<file path="config.mk">
export PLATFORM = sky130hd
export DESIGN_NAME = core_top
export DESIGN_NICKNAME = d
export VERILOG_FILES = /design/src/rtl/core_pkg.sv /design/src/rtl/instr_decode.sv /design/src/rtl/ucode_sequencer.sv /design/src/rtl/alu.sv /design/src/rtl/datapath_ctrl.sv /design/src/rtl/arch_regs.sv /design/src/rtl/core_top.sv
export SDC_FILE = /design/constraint.sdc
export NUM_CORES = 1
export LEC_CHECK = 0
export ABC_AREA = 1
export BUFFER_PORTS_ARGS = -buffer_cell sky130_fd_sc_hd__buf_2
export CELL_PAD_IN_SITES_DETAIL_PLACEMENT = 1
export CELL_PAD_IN_SITES_GLOBAL_PLACEMENT = 2
export CORE_AREA = 10 10 134 136
export CTS_CLUSTER_DIAMETER = 60
export CTS_CLUSTER_SIZE = 40
export DETAILED_ROUTE_END_ITERATION = 16
export DIE_AREA = 0 0 144 146
export PLACE_DENSITY = 0.91
export SLEW_MARGIN = 20
export SYNTH_ARGS = -nofsm -noshare
export SYNTH_HDL_FRONTEND = slang
export SYNTH_SLANG_ARGS = --single-unit
</file>
<file path="constraint.sdc">
create_clock -name i_clock -period 5.35 [get_ports i_clock]
set_input_delay 0.8025 -clock i_clock [delete_from_list [all_inputs] [get_ports i_clock]]
set_output_delay 0.8025 -clock i_clock [all_outputs]
set_load 0.01 [all_outputs]
</file>
<file path="src/rtl/core_pkg.sv">
package core_pkg;

    ////////////////////////////////////////
    // data widths

    typedef logic [7:0]  byte_t;
    typedef logic [15:0] addr_t;

    ////////////////////////////////////////
    // control encodings

    typedef enum logic {
        FETCH,
        EXEC
    } seq_state_t;

    // doubles as the microcode entry
    typedef enum logic [2:0] {
        IMM_ALU,
        IMPLIED,
        STORE_ZP,
        JMP_ABS,
        BRANCH
    } instr_class_t;

    typedef enum logic [2:0] {
        HOLD,
        PASS,
        ADD,
        AND_OP,
        OR_OP,
        XOR_OP
    } alu_op_t;

    typedef enum logic [1:0] {
        DEST_A,
        DEST_X,
        DEST_Y,
        DEST_NONE
    } dest_t;

    // store source
    typedef enum logic [1:0] {
        REG_A,
        REG_X,
        REG_Y
    } reg_sel_t;

    typedef enum logic [1:0] {
        COND_C,
        COND_Z,
        COND_N,
        COND_V
    } branch_cond_t;

    typedef enum logic {
        ADDR_PC,
        ADDR_ZERO_PAGE
    } addr_src_t;

    typedef enum logic [1:0] {
        PC_NONE,
        PC_ABS,
        PC_REL
    } pc_load_t;

endpackage : core_pkg

</file>
<file path="src/rtl/instr_decode.sv">
module instr_decode (
    input  core_pkg::byte_t        i_opcode,
    output core_pkg::instr_class_t o_class,
    output core_pkg::alu_op_t      o_alu_op,
    output logic                   o_src2_inv,
    output logic                   o_carry_force,
    output core_pkg::dest_t        o_dest,
    output core_pkg::reg_sel_t     o_store_sel,
    output logic                   o_set_c,
    output logic                   o_clr_c,
    output core_pkg::branch_cond_t o_branch_cond,
    output logic                   o_branch_inv
);
    import core_pkg::*;

    always_comb begin
        // anything unlisted behaves as NOP
        o_class       = IMPLIED;
        o_alu_op      = HOLD;
        o_src2_inv    = 1'b0;
        o_carry_force = 1'b0;
        o_dest        = DEST_NONE;
        o_store_sel   = REG_A;
        o_set_c       = 1'b0;
        o_clr_c       = 1'b0;
        o_branch_cond = COND_C;
        o_branch_inv  = 1'b0;

        // branches are xxy10000: xx picks the flag, y the value that takes it
        if (i_opcode[4:0] == 5'b10000) begin
            o_class      = BRANCH;
            o_branch_inv = ~i_opcode[5];
            case (i_opcode[7:6])
                2'b00:   o_branch_cond = COND_N;
                2'b01:   o_branch_cond = COND_V;
                2'b10:   o_branch_cond = COND_C;
                default: o_branch_cond = COND_Z;
            endcase
        end else begin
            case (i_opcode)
                8'hA9, 8'hA2, 8'hA0: begin
                    o_class  = IMM_ALU;
                    o_alu_op = PASS;
                    o_dest   = (i_opcode == 8'hA9) ? DEST_A :
                               (i_opcode == 8'hA2) ? DEST_X : DEST_Y;
                end
                8'h69, 8'hE9, 8'hC9: begin
                    o_class       = IMM_ALU;
                    o_alu_op      = ADD;
                    o_src2_inv    = (i_opcode != 8'h69);
                    o_carry_force = (i_opcode == 8'hC9);
                    o_dest        = (i_opcode == 8'hC9) ? DEST_NONE : DEST_A;
                end
                8'h29, 8'h09, 8'h49: begin
                    o_class  = IMM_ALU;
                    o_dest   = DEST_A;
                    o_alu_op = (i_opcode == 8'h29) ? AND_OP :
                               (i_opcode == 8'h09) ? OR_OP : XOR_OP;
                end
                8'h18: o_clr_c = 1'b1;
                8'h38: o_set_c = 1'b1;
                8'h85, 8'h86, 8'h84: begin
                    o_class     = STORE_ZP;
                    o_store_sel = (i_opcode == 8'h85) ? REG_A :
                                  (i_opcode == 8'h86) ? REG_X : REG_Y;
                end
                8'h4C: o_class = JMP_ABS;
                default: ;
            endcase
        end
    end

endmodule : instr_decode

</file>
<file path="src/rtl/ucode_sequencer.sv">
module ucode_sequencer (
    input  logic                   i_clock,
    input  logic                   i_reset,
    input  core_pkg::instr_class_t i_class,
    input  core_pkg::branch_cond_t i_branch_cond,
    input  logic                   i_branch_inv,
    input  logic                   i_n,
    input  logic                   i_v,
    input  logic                   i_z,
    input  logic                   i_c,
    output core_pkg::seq_state_t   o_state,
    output core_pkg::addr_src_t    o_addr_src,
    output logic                   o_mem_rd,
    output logic                   o_mem_wr,
    output logic                   o_inc_pc,
    output logic                   o_buf_load,
    output logic                   o_alu_go,
    output logic                   o_writeback,
    output core_pkg::pc_load_t     o_pc_load
);
    import core_pkg::*;

    seq_state_t state_q;
    logic [1:0] step_q;
    logic       branch_bit;
    logic       uop_rd;
    logic       done;

    always_comb begin
        case (i_branch_cond)
            COND_C:  branch_bit = i_c ^ i_branch_inv;
            COND_Z:  branch_bit = i_z ^ i_branch_inv;
            COND_N:  branch_bit = i_n ^ i_branch_inv;
            default: branch_bit = i_v ^ i_branch_inv;
        endcase
    end

    ////////////////////////////////////////
    // microcode, one row per class and step

    always_comb begin
        o_addr_src  = ADDR_PC;
        uop_rd      = 1'b0;
        o_mem_wr    = 1'b0;
        o_inc_pc    = 1'b0;
        o_buf_load  = 1'b0;
        o_alu_go    = 1'b0;
        o_writeback = 1'b0;
        o_pc_load   = PC_NONE;
        done        = 1'b1;

        if (state_q == FETCH) begin
            uop_rd   = 1'b1;
            o_inc_pc = 1'b1;
        end else if (step_q == 2'd0 && i_class != IMPLIED) begin
            // every multi-step class reads its operand byte first
            uop_rd     = 1'b1;
            o_inc_pc   = 1'b1;
            o_alu_go   = (i_class == IMM_ALU);
            o_buf_load = (i_class != IMM_ALU);
            done       = (i_class == BRANCH) && !branch_bit;
        end else begin
            case (i_class)
                IMPLIED, IMM_ALU: o_writeback = 1'b1;
                STORE_ZP: begin
                    o_addr_src = ADDR_ZERO_PAGE;
                    o_mem_wr   = 1'b1;
                end
                JMP_ABS: begin
                    uop_rd    = 1'b1;
                    o_pc_load = PC_ABS;
                end
                BRANCH:  o_pc_load = PC_REL;
                default: ;
            endcase
        end
    end

    // nothing reaches memory while the core is held
    assign o_mem_rd = uop_rd & ~i_reset;
    assign o_state  = state_q;

    always_ff @(posedge i_clock) begin
        if (i_reset) begin
            state_q <= FETCH;
            step_q  <= 2'd0;
        end else if (state_q == FETCH || done) begin
            state_q <= (state_q == FETCH) ? EXEC : FETCH;
            step_q  <= 2'd0;
        end else begin
            step_q <= step_q + 2'd1;
        end
    end

    a_rd_wr_exclusive: assert property (@(posedge i_clock) disable iff (i_reset)
        !(o_mem_rd && o_mem_wr));

    a_step_in_range: assert property (@(posedge i_clock) disable iff (i_reset)
        step_q <= 2'd1);

endmodule : ucode_sequencer

</file>
<file path="src/rtl/alu.sv">
module alu (
    input  logic              i_clock,
    input  logic              i_reset,
    input  core_pkg::alu_op_t i_op,
    input  core_pkg::byte_t   i_src1,
    input  core_pkg::byte_t   i_src2,
    input  logic              i_src2_inv,
    input  logic              i_c_in,
    output core_pkg::byte_t   o_out,
    output logic              o_n,
    output logic              o_v,
    output logic              o_z,
    output logic              o_c
);
    import core_pkg::*;

    byte_t      operand2;
    byte_t      result;
    logic [8:0] sum;
    logic       carry;
    logic       overflow;

    always_comb begin
        operand2 = i_src2_inv ? ~i_src2 : i_src2;
        sum      = {1'b0, i_src1} + {1'b0, operand2} + {8'h00, i_c_in};
        carry    = 1'b0;
        overflow = 1'b0;
        case (i_op)
            PASS:    result = i_src2;
            ADD: begin
                result   = sum[7:0];
                carry    = sum[8];
                // same sign in, other sign out
                overflow = (i_src1[7] == operand2[7]) && (sum[7] != i_src1[7]);
            end
            AND_OP:  result = i_src1 & i_src2;
            OR_OP:   result = i_src1 | i_src2;
            XOR_OP:  result = i_src1 ^ i_src2;
            default: result = 8'h00;
        endcase
    end

    always_ff @(posedge i_clock) begin
        if (i_reset) begin
            o_out <= 8'h00;
            o_n   <= 1'b0;
            o_v   <= 1'b0;
            o_z   <= 1'b0;
            o_c   <= 1'b0;
        end else if (i_op != HOLD) begin
            o_out <= result;
            o_n   <= result[7];
            o_v   <= overflow;
            o_z   <= (result == 8'h00);
            o_c   <= carry;
        end
    end

    // writeback reads these one step after the op
    a_hold_stable: assert property (@(posedge i_clock) disable iff (i_reset)
        i_op == HOLD |=> $stable({o_out, o_n, o_v, o_z, o_c}));

endmodule : alu

</file>
<file path="src/rtl/datapath_ctrl.sv">
module datapath_ctrl (
    input  core_pkg::seq_state_t i_state,
    input  core_pkg::addr_src_t  i_addr_src,
    input  logic                 i_mem_rd,
    input  logic                 i_mem_wr,
    input  logic                 i_inc_pc,
    input  logic                 i_alu_go,
    input  logic                 i_writeback,
    input  core_pkg::pc_load_t   i_pc_load,
    input  core_pkg::alu_op_t    i_alu_op,
    input  logic                 i_carry_force,
    input  core_pkg::dest_t      i_dest,
    input  core_pkg::reg_sel_t   i_store_sel,
    input  logic                 i_set_c,
    input  logic                 i_clr_c,
    input  core_pkg::byte_t      i_a,
    input  core_pkg::byte_t      i_x,
    input  core_pkg::byte_t      i_y,
    input  logic                 i_c,
    input  core_pkg::addr_t      i_pc,
    input  core_pkg::byte_t      i_buf,
    input  core_pkg::byte_t      i_r_data,
    input  logic                 i_alu_c,
    output core_pkg::alu_op_t    o_alu_op,
    output core_pkg::byte_t      o_src1,
    output core_pkg::byte_t      o_src2,
    output logic                 o_c_in,
    output logic                 o_a_en,
    output logic                 o_x_en,
    output logic                 o_y_en,
    output logic                 o_flag_en_nz,
    output logic [1:0]           o_flag_en_cv,
    output logic                 o_c_next,
    output logic                 o_inc_pc,
    output core_pkg::pc_load_t   o_pc_load,
    output logic                 o_opcode_load,
    output core_pkg::addr_t      o_addr,
    output logic                 o_mem_r_en,
    output logic                 o_mem_w_en,
    output core_pkg::byte_t      o_w_data
);
    import core_pkg::*;

    logic alu_wb;
    logic arith;

    ////////////////////////////////////////
    // alu operands

    assign o_alu_op = i_alu_go ? i_alu_op : HOLD;
    assign o_src1   = (i_alu_op == PASS) ? 8'h00 : i_a;
    assign o_src2   = i_r_data;
    assign o_c_in   = i_carry_force | i_c;

    ////////////////////////////////////////
    // register and flag enables

    assign alu_wb = i_writeback && (i_alu_op != HOLD);
    assign arith  = (i_alu_op == ADD);

    assign o_a_en = i_writeback && (i_dest == DEST_A);
    assign o_x_en = i_writeback && (i_dest == DEST_X);
    assign o_y_en = i_writeback && (i_dest == DEST_Y);

    assign o_flag_en_nz = alu_wb;
    // bit 1 is C, bit 0 is V; CMP leaves V alone
    assign o_flag_en_cv = {i_writeback && (arith || i_set_c || i_clr_c),
                           alu_wb && arith && !i_carry_force};
    assign o_c_next     = i_set_c ? 1'b1 : (i_clr_c ? 1'b0 : i_alu_c);

    assign o_inc_pc      = i_inc_pc;
    assign o_pc_load     = i_pc_load;
    assign o_opcode_load = (i_state == FETCH);

    ////////////////////////////////////////
    // memory side

    assign o_addr     = (i_addr_src == ADDR_ZERO_PAGE) ? {8'h00, i_buf} : i_pc;
    assign o_mem_r_en = i_mem_rd;
    assign o_mem_w_en = i_mem_wr;

    always_comb begin
        case (i_store_sel)
            REG_X:   o_w_data = i_x;
            REG_Y:   o_w_data = i_y;
            default: o_w_data = i_a;
        endcase
    end

endmodule : datapath_ctrl

</file>
<file path="src/rtl/arch_regs.sv">
module arch_regs #(
    parameter core_pkg::addr_t RESET_PC = 16'h4020
) (
    input  logic               i_clock,
    input  logic               i_reset,
    input  logic               i_a_en,
    input  logic               i_x_en,
    input  logic               i_y_en,
    input  logic               i_flag_en_nz,
    input  logic [1:0]         i_flag_en_cv,
    input  logic               i_c_next,
    input  logic               i_inc_pc,
    input  core_pkg::pc_load_t i_pc_load,
    input  core_pkg::byte_t    i_alu_out,
    input  logic               i_alu_n,
    input  logic               i_alu_v,
    input  logic               i_alu_z,
    input  core_pkg::byte_t    i_r_data,
    input  logic               i_buf_load,
    input  logic               i_opcode_load,
    output core_pkg::byte_t    o_a,
    output core_pkg::byte_t    o_x,
    output core_pkg::byte_t    o_y,
    output logic               o_n,
    output logic               o_v,
    output logic               o_z,
    output logic               o_c,
    output core_pkg::addr_t    o_pc,
    output core_pkg::byte_t    o_buf,
    output core_pkg::byte_t    o_opcode
);
    import core_pkg::*;

    addr_t rel_offset;

    assign rel_offset = {{8{o_buf[7]}}, o_buf};

    always_ff @(posedge i_clock) begin
        if (i_reset) begin
            o_a      <= 8'h00;
            o_x      <= 8'h00;
            o_y      <= 8'h00;
            {o_n, o_v, o_z, o_c} <= 4'b0000;
            o_pc     <= RESET_PC;
            o_buf    <= 8'h00;
            o_opcode <= 8'h00;
        end else begin
            if (i_a_en) o_a <= i_alu_out;
            if (i_x_en) o_x <= i_alu_out;
            if (i_y_en) o_y <= i_alu_out;
            if (i_flag_en_nz) begin
                o_n <= i_alu_n;
                o_z <= i_alu_z;
            end
            if (i_flag_en_cv[1]) o_c <= i_c_next;
            if (i_flag_en_cv[0]) o_v <= i_alu_v;
            if (i_buf_load) o_buf <= i_r_data;
            if (i_opcode_load) o_opcode <= i_r_data;

            // low byte of an absolute target waits in the buffer
            if (i_inc_pc) begin
                o_pc <= o_pc + 16'd1;
            end else if (i_pc_load == PC_ABS) begin
                o_pc <= {i_r_data, o_buf};
            end else if (i_pc_load == PC_REL) begin
                o_pc <= o_pc + rel_offset;
            end
        end
    end

    a_pc_one_source: assert property (@(posedge i_clock) disable iff (i_reset)
        !(i_inc_pc && i_pc_load != PC_NONE));

endmodule : arch_regs

</file>
<file path="src/rtl/core_top.sv">
module core_top #(
    parameter core_pkg::addr_t RESET_PC = 16'h4020
) (
    input  logic            i_clock,
    input  logic            i_reset,
    output core_pkg::addr_t o_addr,
    output logic            o_mem_r_en,
    output logic            o_mem_w_en,
    output core_pkg::byte_t o_w_data,
    input  core_pkg::byte_t i_r_data
);
    import core_pkg::*;

    // decode
    byte_t        opcode;
    instr_class_t instr_class;
    alu_op_t      dec_alu_op;
    dest_t        dest;
    reg_sel_t     store_sel;
    branch_cond_t branch_cond;
    logic         src2_inv, carry_force, set_c, clr_c, branch_inv;

    // micro-op
    seq_state_t   state;
    addr_src_t    addr_src;
    pc_load_t     seq_pc_load, pc_load;
    logic         mem_rd, mem_wr, seq_inc_pc, inc_pc, buf_load, alu_go, writeback;

    // alu
    alu_op_t      alu_op;
    byte_t        src1, src2, alu_out;
    logic         c_in, alu_n, alu_v, alu_z, alu_c;

    // architectural state
    byte_t        a, x, y, buf_q;
    addr_t        pc;
    logic         n, v, z, c;
    logic         a_en, x_en, y_en, flag_en_nz, c_next, opcode_load;
    logic [1:0]   flag_en_cv;

    instr_decode u_instr_decode (
        .i_opcode(opcode), .o_class(instr_class), .o_alu_op(dec_alu_op),
        .o_src2_inv(src2_inv), .o_carry_force(carry_force), .o_dest(dest),
        .o_store_sel(store_sel), .o_set_c(set_c), .o_clr_c(clr_c),
        .o_branch_cond(branch_cond), .o_branch_inv(branch_inv));

    ucode_sequencer u_ucode_sequencer (
        .i_clock(i_clock), .i_reset(i_reset), .i_class(instr_class),
        .i_branch_cond(branch_cond), .i_branch_inv(branch_inv),
        .i_n(n), .i_v(v), .i_z(z), .i_c(c),
        .o_state(state), .o_addr_src(addr_src), .o_mem_rd(mem_rd), .o_mem_wr(mem_wr),
        .o_inc_pc(seq_inc_pc), .o_buf_load(buf_load), .o_alu_go(alu_go),
        .o_writeback(writeback), .o_pc_load(seq_pc_load));

    alu u_alu (
        .i_clock(i_clock), .i_reset(i_reset), .i_op(alu_op), .i_src1(src1),
        .i_src2(src2), .i_src2_inv(src2_inv), .i_c_in(c_in),
        .o_out(alu_out), .o_n(alu_n), .o_v(alu_v), .o_z(alu_z), .o_c(alu_c));

    datapath_ctrl u_datapath_ctrl (
        .i_state(state), .i_addr_src(addr_src), .i_mem_rd(mem_rd), .i_mem_wr(mem_wr),
        .i_inc_pc(seq_inc_pc), .i_alu_go(alu_go), .i_writeback(writeback),
        .i_pc_load(seq_pc_load), .i_alu_op(dec_alu_op), .i_carry_force(carry_force),
        .i_dest(dest), .i_store_sel(store_sel), .i_set_c(set_c), .i_clr_c(clr_c),
        .i_a(a), .i_x(x), .i_y(y), .i_c(c), .i_pc(pc), .i_buf(buf_q),
        .i_r_data(i_r_data), .i_alu_c(alu_c),
        .o_alu_op(alu_op), .o_src1(src1), .o_src2(src2), .o_c_in(c_in),
        .o_a_en(a_en), .o_x_en(x_en), .o_y_en(y_en), .o_flag_en_nz(flag_en_nz),
        .o_flag_en_cv(flag_en_cv), .o_c_next(c_next), .o_inc_pc(inc_pc),
        .o_pc_load(pc_load), .o_opcode_load(opcode_load), .o_addr(o_addr),
        .o_mem_r_en(o_mem_r_en), .o_mem_w_en(o_mem_w_en), .o_w_data(o_w_data));

    arch_regs #(.RESET_PC(RESET_PC)) u_arch_regs (
        .i_clock(i_clock), .i_reset(i_reset), .i_a_en(a_en), .i_x_en(x_en),
        .i_y_en(y_en), .i_flag_en_nz(flag_en_nz), .i_flag_en_cv(flag_en_cv),
        .i_c_next(c_next), .i_inc_pc(inc_pc), .i_pc_load(pc_load),
        .i_alu_out(alu_out), .i_alu_n(alu_n), .i_alu_v(alu_v), .i_alu_z(alu_z),
        .i_r_data(i_r_data), .i_buf_load(buf_load), .i_opcode_load(opcode_load),
        .o_a(a), .o_x(x), .o_y(y), .o_n(n), .o_v(v), .o_z(z), .o_c(c),
        .o_pc(pc), .o_buf(buf_q), .o_opcode(opcode));

endmodule : core_top

</file>
* After elaboration in Yosys (flattened, before gate mapping)
Cells that the tools add are included.
Word-level totals: output and inout port bits 26, bits in registers 75
Operators by class: bitwise logic cells 13, reductions and logical operators 32, multiplexer cells 61, equal/unequal tests 41, add/subtract/negate cells 5
Operators by type and width (number):
- equality test 8 bit (second input constant) | 8
- 2-to-1 mux 16 bit | 4
- case mux 8 bit (5 select lines) | 1
- 2-to-1 mux 1 bit | 32
- equality test 8 x 7 -> 1 bit (second input constant) | 3
- 2-to-1 mux 2 bit | 11
- case mux 2 bit (3 select lines) | 3
- adder 16 x 1 -> 16 bit (second input constant) | 1
- adder 16 bit | 1
- equality test 8 x 6 -> 1 bit (second input constant) | 2
- 2-to-1 mux 8 bit | 2
- case mux 8 bit (2 select lines) | 1
- equality test 3 x 2 -> 1 bit (second input constant) | 5
- 2-to-1 mux 3 bit | 4
- nonzero test 3 bit | 4
- OR reduction 3 bit | 4
- equality test 2 x 1 -> 1 bit (second input constant) | 5
- equality test 2 bit (second input constant) | 5
- logical AND 1 bit | 10
- adder 8 x 8 -> 9 bit | 1
- adder 9 x 1 -> 9 bit | 1
- equality test 3 x 1 -> 1 bit (second input constant) | 3
- equality test 3 bit (second input constant) | 3
- case mux 3 bit (3 select lines) | 1
- other kinds (25) | 37

* Logic depth before layout (Yosys ltp)
Gate-level depths: netlist of run 1.
depth in word-level cells 12, mapped depth 22, mapped depth without buffers 22

* Hierarchy
Synthesis of run 1 repeated with hierarchy kept, for this count alone.
Second synthesis, totals: cells, all modules 1068, area total of the unflattened synthesis 6437.4 sq um
By module, submodules not included:
- arch_regs | times used 1, cells an instance 564, area each 3631.0 sq um
- alu | times used 1, cells an instance 240, area each 1529.0 sq um
- datapath_ctrl | times used 1, cells an instance 154, area each 696.9 sq um
- instr_decode | times used 1, cells an instance 66, area each 310.3 sq um
- ucode_sequencer | times used 1, cells an instance 44, area each 270.3 sq um

* Least setup slack after synthesis of run 1
Ideal clock, no wire load.
kind register to register, start register u_arch_regs.o_opcode[2], end register u_alu.o_z, required time 5285 ps, buffers on the path 0, path slack 2167 ps, stages on the path, launching flop included 22, arrival 3118 ps, path through dfxtp_1 -> inv_1 -> nand2_2 -> nor2_4 -> nand2_2 -> o21ai_2 -> xor2_1 -> fa_1 -> inv_1 -> fa_1 -> nand2_1 -> inv_1 -> o21ai_0 -> nand2_1 -> or2_2 -> nand3_1 -> nand2_1 -> nor3_1 -> nand3_1 -> nor2_1 -> nor2_1 -> nor2_1
Between the ends: longest elaborated chain between the ends 12, elaborated cells on any way between the ends 53, those cells by class add/sub (2); eq/ne (22); mux (16); bitwise (4); reduce/logical (9)
RTL lines:
- from (decl) | RTL line arch_regs.sv:30 | output core_pkg::byte_t o_opcode
- from (signal assigned) | RTL line arch_regs.sv:58 | if (i_opcode_load) o_opcode <= i_r_data;
- branches (longest 12 deep; another with adder 8 x 8 -> 9 bit)
- to (signal assigned) | RTL line alu.sv:54 | o_z <= (result == 8'h00);
- to (decl) | RTL line alu.sv:12 | output logic o_z,
Several ways; the timed one is not identified. A chain may end at the register's enable or synchronous reset.

* Final worst setup path of run 1
start register u_arch_regs.o_opcode[5], end output port o_addr[6]
Between the ends: longest elaborated chain between the ends 9, elaborated cells on any way between the ends 24, those cells by class eq/ne (15); mux (6); reduce/logical (3)
RTL lines:
- equality test 8 bit (tied with other cells) | RTL line instr_decode.sv:40 | case (i_opcode)
- OR reduction 9 bit (no line) / OR reduction 3 bit (equally long branches)
- case mux 2 bit (3 select lines) * | RTL line instr_decode.sv:40
- 2-to-1 mux 3 bit * | RTL line instr_decode.sv:30 | if (i_opcode[4:0] == 5'b10000) begin
- equality test 3 x 2 -> 1 bit / != test 3 x 1 -> 1 bit (equally long branches) | RTL line ucode_sequencer.sv:63, ucode_sequencer.sv:55
- 2-to-1 mux 1 bit / logical AND 1 bit (equally long branches) | RTL line ucode_sequencer.sv:63, ucode_sequencer.sv:55
- 2-to-1 mux 1 bit * | RTL line ucode_sequencer.sv:55 | end else if (step_q == 2'd0 && i_class != IMPLIED) begin
- 2-to-1 mux 1 bit * | RTL line ucode_sequencer.sv:52 | if (state_q == FETCH) begin
- 2-to-1 mux 16 bit * | RTL line datapath_ctrl.sv:78 | assign o_addr = (i_addr_src == ADDR_ZERO_PAGE) ? {8'h00, i_buf} : i_pc;
- to (decl) | RTL line core_top.sv:6 | output core_pkg::addr_t o_addr,
Every way passes the cells marked *; elsewhere a longest branch is shown, timed or not.

==> results.yml, run 1 <==
place:
  dp.cells: 1054
  io_buffer_count: 35
  gp_congestion: 0.8754
  dpl_cell_area_um2: 6050
  post-place-ws_ns: 1.779
  hpwl_mm: 13.90
clocking:
  cts_buffers: 9
  cts_root_buffer: "clkbuf_16"
  cts_tree: "yes"
  h-tree-depth: 3
  clk_pin_slew_ns: 0.06
  hold_buffers: 0
  cts_setup_buffers: 0
  cts_resized: 0
  clk_path_buf_depth: 2
  insertion_delay_ns: 0.35
  cts.sinks: 74
min_path:
  hp-start: "u_ucode_sequencer.step_q[0]"
  worstHoldEndpoint: "u_ucode_sequencer.step_q[0]"
  hp-class: "reg -> reg"
  whs_path_depth: 1
global_route:
  grt-ovfl-total: 0
  grt_pass1_vias: 5532
  grt_max_degree: 50
  grt_pass1_wl_mm: 29.28
  track_usage_pct: 17.26
  antenna_found_initial: 0
floorplan:
  die_w_um: 144
  io_pins: 36
  dieArea_um2: 21020
  start_util_pct: 37.03
  core_area_um2: 15480
  die_h_um: 146
  row_count: 46
pwr:
  intPower_mw: 1.039
  p_clk_share_pct: 41.8
  p_per_area_nw_per_um2: 240.7
  power_mw: 1.532
  pwr-share-comb_pct: 18.4
  swShare_pct: 32.17
  p_switching_mw: 0.4929
  p_leak_nw: 2.868
  pwr-share-seq_pct: 39.8
  ir_worst_vdd_mv: 0.1342
sta:
  fin_skew_ns: 0.009391
  rsz0062_at_grt: "no"
  whs_ns: 0.4092
  tightest_slew_ns: 0.7256
  drv_slew: 0
  hold_viol: 0
  fmax_ghz: 0.2684
  setup_viol: 0
  fin_ws_ns: 1.624
  fin_crit_sh_pct: 69.64
  min_period_ns: 3.726
  slew_headroom_pct: 51.63
  final.setup.tns_ns: 0
yosys:
  synth_edf_count: 0
  synthArstFlopShare_pct: 0
  synthCells: 849
  ys_top_cells_by_area: "dfxtp_1, ha_1, nand2_1, inv_1, o21ai_0"
  yosysTopAreaCellShare_pct: 25.84
  ys_seq_elements: 74
  yosysWarnings: 0
  postSynthAreaPerCell_um2: 6.753
  yosys-top-cells-count: "nand2_1, inv_1, nor2_1"
  syn-cell-area_um2: 5733
  synth_most_common_cell: "nand2_1"
  synth-main-ff-cell: "dfxtp_1"
  postSynthNetCount: 905
  synth_cell_types: 49
  yosysSeqAreaShare_pct: 25.84
  yosysTopAreaCell: "dfxtp_1"
worst_setup_path:
  start_kind: "register"
  critPathMaxFanout: 18
  r2r-start: "u_arch_regs.o_opcode[1]"
  crit_arrival_ns: 2.92
  cp.required_ns: 4.55
  rrSetupSlack_ns: 1.76
  rr_endpoint: "u_alu.o_z"
  critical_path_class: "reg -> out"
  end_kind: "output port"
  reg2reg_depth: 21
detailed_routing:
  wl_per_cell_um: 16.80
  via_per_inst: 5.237
  drtIter0Drc: 357
  dr.pass1.iters: 4
  drc_errors: 0
  antenna_left: 0
  drt-total-wl_mm: 17.97
  vias: 5604
final_layout:
  fin_area_um2: 6365
  areaGrowthSynthToFinish_pct: 11.02
  antennaDiodeCount: 0
  final_core_util_pct: 41.11
  instances_no_fill: 1070
  layout-drive-gt1-share_pct: 11.96
  layout.nets: 929
run:
  cap_viol_max_count: 0
status:
  run_status: "finished clean"
==> registers in the layout, indices dropped and copies added (netlist names) <==
name	count
u_arch_regs.o_z	1
u_arch_regs.o_y	8
u_ucode_sequencer.o_state	1
u_arch_regs.o_opcode	8
u_alu.o_c	1
u_alu.o_out	8
u_arch_regs.o_n	1
u_arch_regs.o_v	1
u_alu.o_v	1
u_arch_regs.o_buf	8
u_arch_regs.o_pc	16
u_arch_regs.o_a	8
u_arch_regs.o_c	1
u_ucode_sequencer.step_q	2
u_arch_regs.o_x	8
u_alu.o_z	1
==> power by group through the flow <==
stage / sequential [mW] / clock [mW] / combinational, mW
after CTS: 0.610 / 0.650 / 0.284
final: 0.610 / 0.640 / 0.282
after global routing: 0.615 / 0.675 / 0.319
after floorplan: 0.611 / 0 / 0.207
after global placement: 0.621 / 0 / 0.279
after detailed placement: 0.622 / 0 / 0.281
==> cells by family after synthesis <==
| kind of cell | count (synthesis) | synth area share, % |
|---|---|---|
| buffers and inverters | 168 | 11.48 |
| and+or+nand+nor | 316 | 25.82 |
| DFF | 74 | 25.84 |
| AOI/OAI and AO/OA | 215 | 21.85 |
| xor gates and xnor gates | 30 | 4.583 |
| adders and majority gates | 46 | 10.43 |
==> critical path: stages, from the launching register on <==
cell     delay, ns
dfxtp_1       0.44
inv_2         0.11
nand2_2       0.10
nor2_1        0.06
nand4_1       0.20
nand3_2       0.23
o21ai_4       0.27
nand2_8       0.16
nor2_2        0.48
inv_2         0.23
nand2_1       0.11
nand2_1       0.05
buf_2         0.13
==> cell usage in the layout, fill, tap and decap left out, types with 3 or more instances in the layout <==
cell       Yosys  routed
a211oi_1       4       4
a211oi_2       8       8
a21oi_1       78      78
a31oi_1       10       9
buf_2          4      35
buf_4          0       3
clkbuf_16      0       9
dfxtp_1       74      74
fa_1           3       3
ha_1          43      43
inv_1        133     133
inv_2          9       9
inv_6          0       3
nand2_1      134     134
nand2_2        8       8
nand2_4        4       4
nand3_1       33      33
nand4_1       24      24
nor2_1        83      83
nor2_2         3       3
nor3_1        10      10
nor4_1         3       3
o211ai_1       4       4
o21a_1         3       3
o21ai_0       80      80
o21ai_1        4       4
o21ai_2        3       3
o221ai_1       3       3
o22ai_1       10      10
xnor2_1        6       6
xor2_1        24      24
==> metal layers <==
metal | GRT usage, % | vias up | wire length [um]
li1 | - | 2855 | -
met1 | 22.59 | 2658 | 8717
met2 | 29.00 | 72 | 8584
met3 | 2.154 | 19 | 460
met4 | 4.341 | 0 | 212
met5 | 0 | - | 0
==> worst max path at each step <==
stage	start	end	depth (start not counted)
final	u_arch_regs.o_opcode[5]	o_addr[6]	12
after global routing	u_arch_regs.o_opcode[2]	u_alu.o_z	21
after CTS	u_arch_regs.o_opcode[5]	o_addr[6]	12
after detailed placement	u_arch_regs.o_opcode[1]	u_alu.o_z	21
after global placement	u_arch_regs.o_opcode[1]	u_alu.o_z	21
after floorplan	u_arch_regs.o_opcode[2]	u_alu.o_z	21
==> final cells by class <==
type | count | area (um^2)
fill | 2026 | 9117
multi-input combinational | 607 | 3600
sequential | 74 | 1481
inverter | 143 | 536.8
tap | 192 | 240.2
clock buffer | 9 | 225.2
timing repair buffer | 38 | 197.7
clock inverter | 7 | 83.83
(Power assumes the default switching activity.)
==> inputs of run 2 (changes only) <==
ABC_AREA = 0   (was 1)
CORE_AREA = 10 10 140 142   (was 10 10 134 136)
DIE_AREA = 0 0 150 152   (was 0 0 144 146)
PLACE_DENSITY = 0.81   (was 0.91)
clock period = 3.3 ns   (was 5.35 ns; I/O delays follow)
==> run 2 against run 1 <==
The flow now finishes with violations (setup timing); total power up 53%; synthesized cell count fell by 18%; largest cell class unchanged; die area rose by 8.4%; core utilization decreased by 1.3 points; critical path type unchanged; final cell count decreased by 7.2%; sequential cell count is the same; clock skew down 0.0014 ns; worst hold slack improved by 0.016 ns; combinational power up 34%; setup slack got worse by 1.7 ns; global-route usage shrank 0.36 points; sequential power rose by 53%; critical endpoint is now o_addr[0].
==> results.yml, run 2 <==
sta:
  slew_headroom_pct: 46.83
  tightest_slew_ns: 0.7976
  fin_ws_ns: -0.03346
  drv_slew: 0
  setup_viol: 5
  fin_skew_ns: 0.008039
  final.setup.tns_ns: -0.07955
  whs_ns: 0.4251
  hold_viol: 0
  min_period_ns: 3.333
  fmax_ghz: 0.3000
  rsz0062_at_grt: "yes"
  fin_crit_sh_pct: 101.0
yosys:
  syn-cell-area_um2: 5441
  synthArstFlopShare_pct: 0
  synth-main-ff-cell: "dfxtp_1"
  yosysSeqAreaShare_pct: 27.22
  ys_seq_elements: 74
  postSynthNetCount: 756
  yosysTopAreaCell: "dfxtp_1"
  synth_cell_types: 66
  synth_edf_count: 0
  yosys-top-cells-count: "nor2_1, dfxtp_1, nand2_1"
  synth_most_common_cell: "nor2_1"
  yosysTopAreaCellShare_pct: 27.22
  postSynthAreaPerCell_um2: 7.774
  synthCells: 700
  yosysWarnings: 0
  ys_top_cells_by_area: "dfxtp_1, ha_1, nor2_1, mux2i_1, a21oi_1"
place:
  hpwl_mm: 14.45
  io_buffer_count: 35
  dp.cells: 961
  gp_congestion: 0.8985
  post-place-ws_ns: -0.06169
global_route:
  grt_pass1_wl_mm: 31.17
  grt_pass1_vias: 5568
  grt_max_degree: 41
  grt-ovfl-total: 0
  track_usage_pct: 16.90
  antenna_found_initial: 0
clocking:
  insertion_delay_ns: 0.35
  cts_tree: "yes"
  clk_path_buf_depth: 2
  cts_root_buffer: "clkbuf_16"
  cts.sinks: 74
  cts_buffers: 9
  clk_pin_slew_ns: 0.07
  h-tree-depth: 3
final_layout:
  fillCellCount: 2073
  areaGrowthSynthToFinish_pct: 23.80
  layout-drive-gt1-share_pct: 20.05
  largest_register_ffs: 16
  regMostFlops: "u_arch_regs.o_pc"
  layout.nets: 819
  final_cell_mix: "nor2_1, dfxtp_1, nand2_1"
  antennaDiodeCount: 0
  layout_commonest_cell: "nor2_1"
  instances_no_fill: 993
run:
  cap_viol_max_count: 0
pwr:
  power_mw: 2.342
  p_per_area_nw_per_um2: 347.6
  p_leak_nw: 2.930
  ir_worst_vdd_mv: 0.2304
worst_setup_path:
  reg2reg_depth: 12
  r2r-start: "u_arch_regs.o_opcode[6]"
  cp-startpoint: "u_arch_regs.o_opcode[6]"
  end_kind: "output port"
  critical_path_class: "reg -> out"
  cp.required_ns: 2.80
  rrSetupSlack_ns: 0.08
  critPathMaxFanout: 6
  crit_arrival_ns: 2.84
  start_kind: "register"
detailed_routing:
  wl_per_cell_um: 19.76
  antenna_left: 0
  dr.pass1.iters: 5
  via_per_inst: 5.508
  drt-total-wl_mm: 19.62
  drc_errors: 0
  drtIter0Drc: 392
  vias: 5469
floorplan:
  start_util_pct: 32.13
  row_count: 48
  core_area_um2: 16940
  die_w_um: 150
  die_h_um: 152
  io_pins: 36
  dieArea_um2: 22800
min_path:
  whs_path_depth: 1
  hp-class: "reg -> reg"
  hp-start: "u_ucode_sequencer.step_q[0]"
status:
  violations: "setup timing"
  run_status: "finished, violations left"
[run 2: changes by cell type after synthesis, sizes merged, moves of 16 or more]
cell and change:
a21oi -26, o21ai -47, mux2i +36, inv -105, nand2 -84, nand3 -21
nand4 -16
[run 2: cells by family after synthesis]
group	after synthesis	share of synthesized area [%]
AND/OR/NAND/NOR	261	22.67
multiplexers	43	8.278
AO/OA/AOI/OAI	178	21.15
flip-flops	74	27.22
adder cells (fa/ha/maj)	46	10.99
buffers and inverters	70	5.174
XOR/XNOR	28	4.507
[run 2: layer usage]
metal  up-vias  part of all wire, %  GRT usage, %
li1       2617                    -             -
met1      2694                   48         23.09
met2       130                   46         26.41
met3        28                  4.3         2.376
met4         0                  1.9         5.880
met5         -                    0             0
[run 2: layout make-up]
type | count | area, um^2 | area share, %
timing repair buffer | 83 | 614.3 | 9.120
clock buffer | 9 | 225.2 | 3.343
multi-input combinational | 558 | 3908 | 58.01
inverter | 37 | 138.9 | 2.062
sequential | 74 | 1488 | 22.08
tap | 225 | 281.5 | 4.179
clock inverter | 7 | 81.33 | 1.207
[run 2: worst max-delay path, cell delays in order, from the launching register on]
cell and delay, ns:
dfxtp_4 0.36, buf_6 0.12, nor3b_4 0.24, or3b_4 0.47, o21a_4 0.26, a41oi_4 0.25, buf_12 0.17, a211oi_4 0.04
buf_12 0.15, mux2_4 0.30, buf_6 0.12
[run 2: repair_timing]
item / 4_1_cts / 5_1_grt
setup endpoints to repair: 26 / 25
gates cloned: 2 / 0
pin swaps: 2 / 14
endpoints found under the hold margin: 0 / 0
setup buffers: 4 / 11
resized for setup: 18 / 36
hold buffers: 0 / 0
[run 2: report_power, final]
part           internal, mW  total [mW]  switching (mW)
combinational         0.144       0.377           0.234
sequential            0.912       0.933          0.0209
clock                 0.598        1.03           0.434
total                  1.65        2.34           0.689
[run 2: metrics by stage]
| step | utilization, % | instance area (um^2) |
|---|---|---|
| after floorplan | - | 5441 |
| after global placement | 35.61 | 6031 |
| after detailed placement | 35.61 | 6031 |
| after CTS | 38.39 | 6502 |
| after global routing | 39.78 | 6736 |
| final | 39.78 | 6736 |
[run 2: final timing paths]
check / endpoint
max: o_addr[0]
min: u_ucode_sequencer.step_q[0]
max reg2reg: u_arch_regs.o_pc[12]
min reg2reg: u_ucode_sequencer.step_q[0]
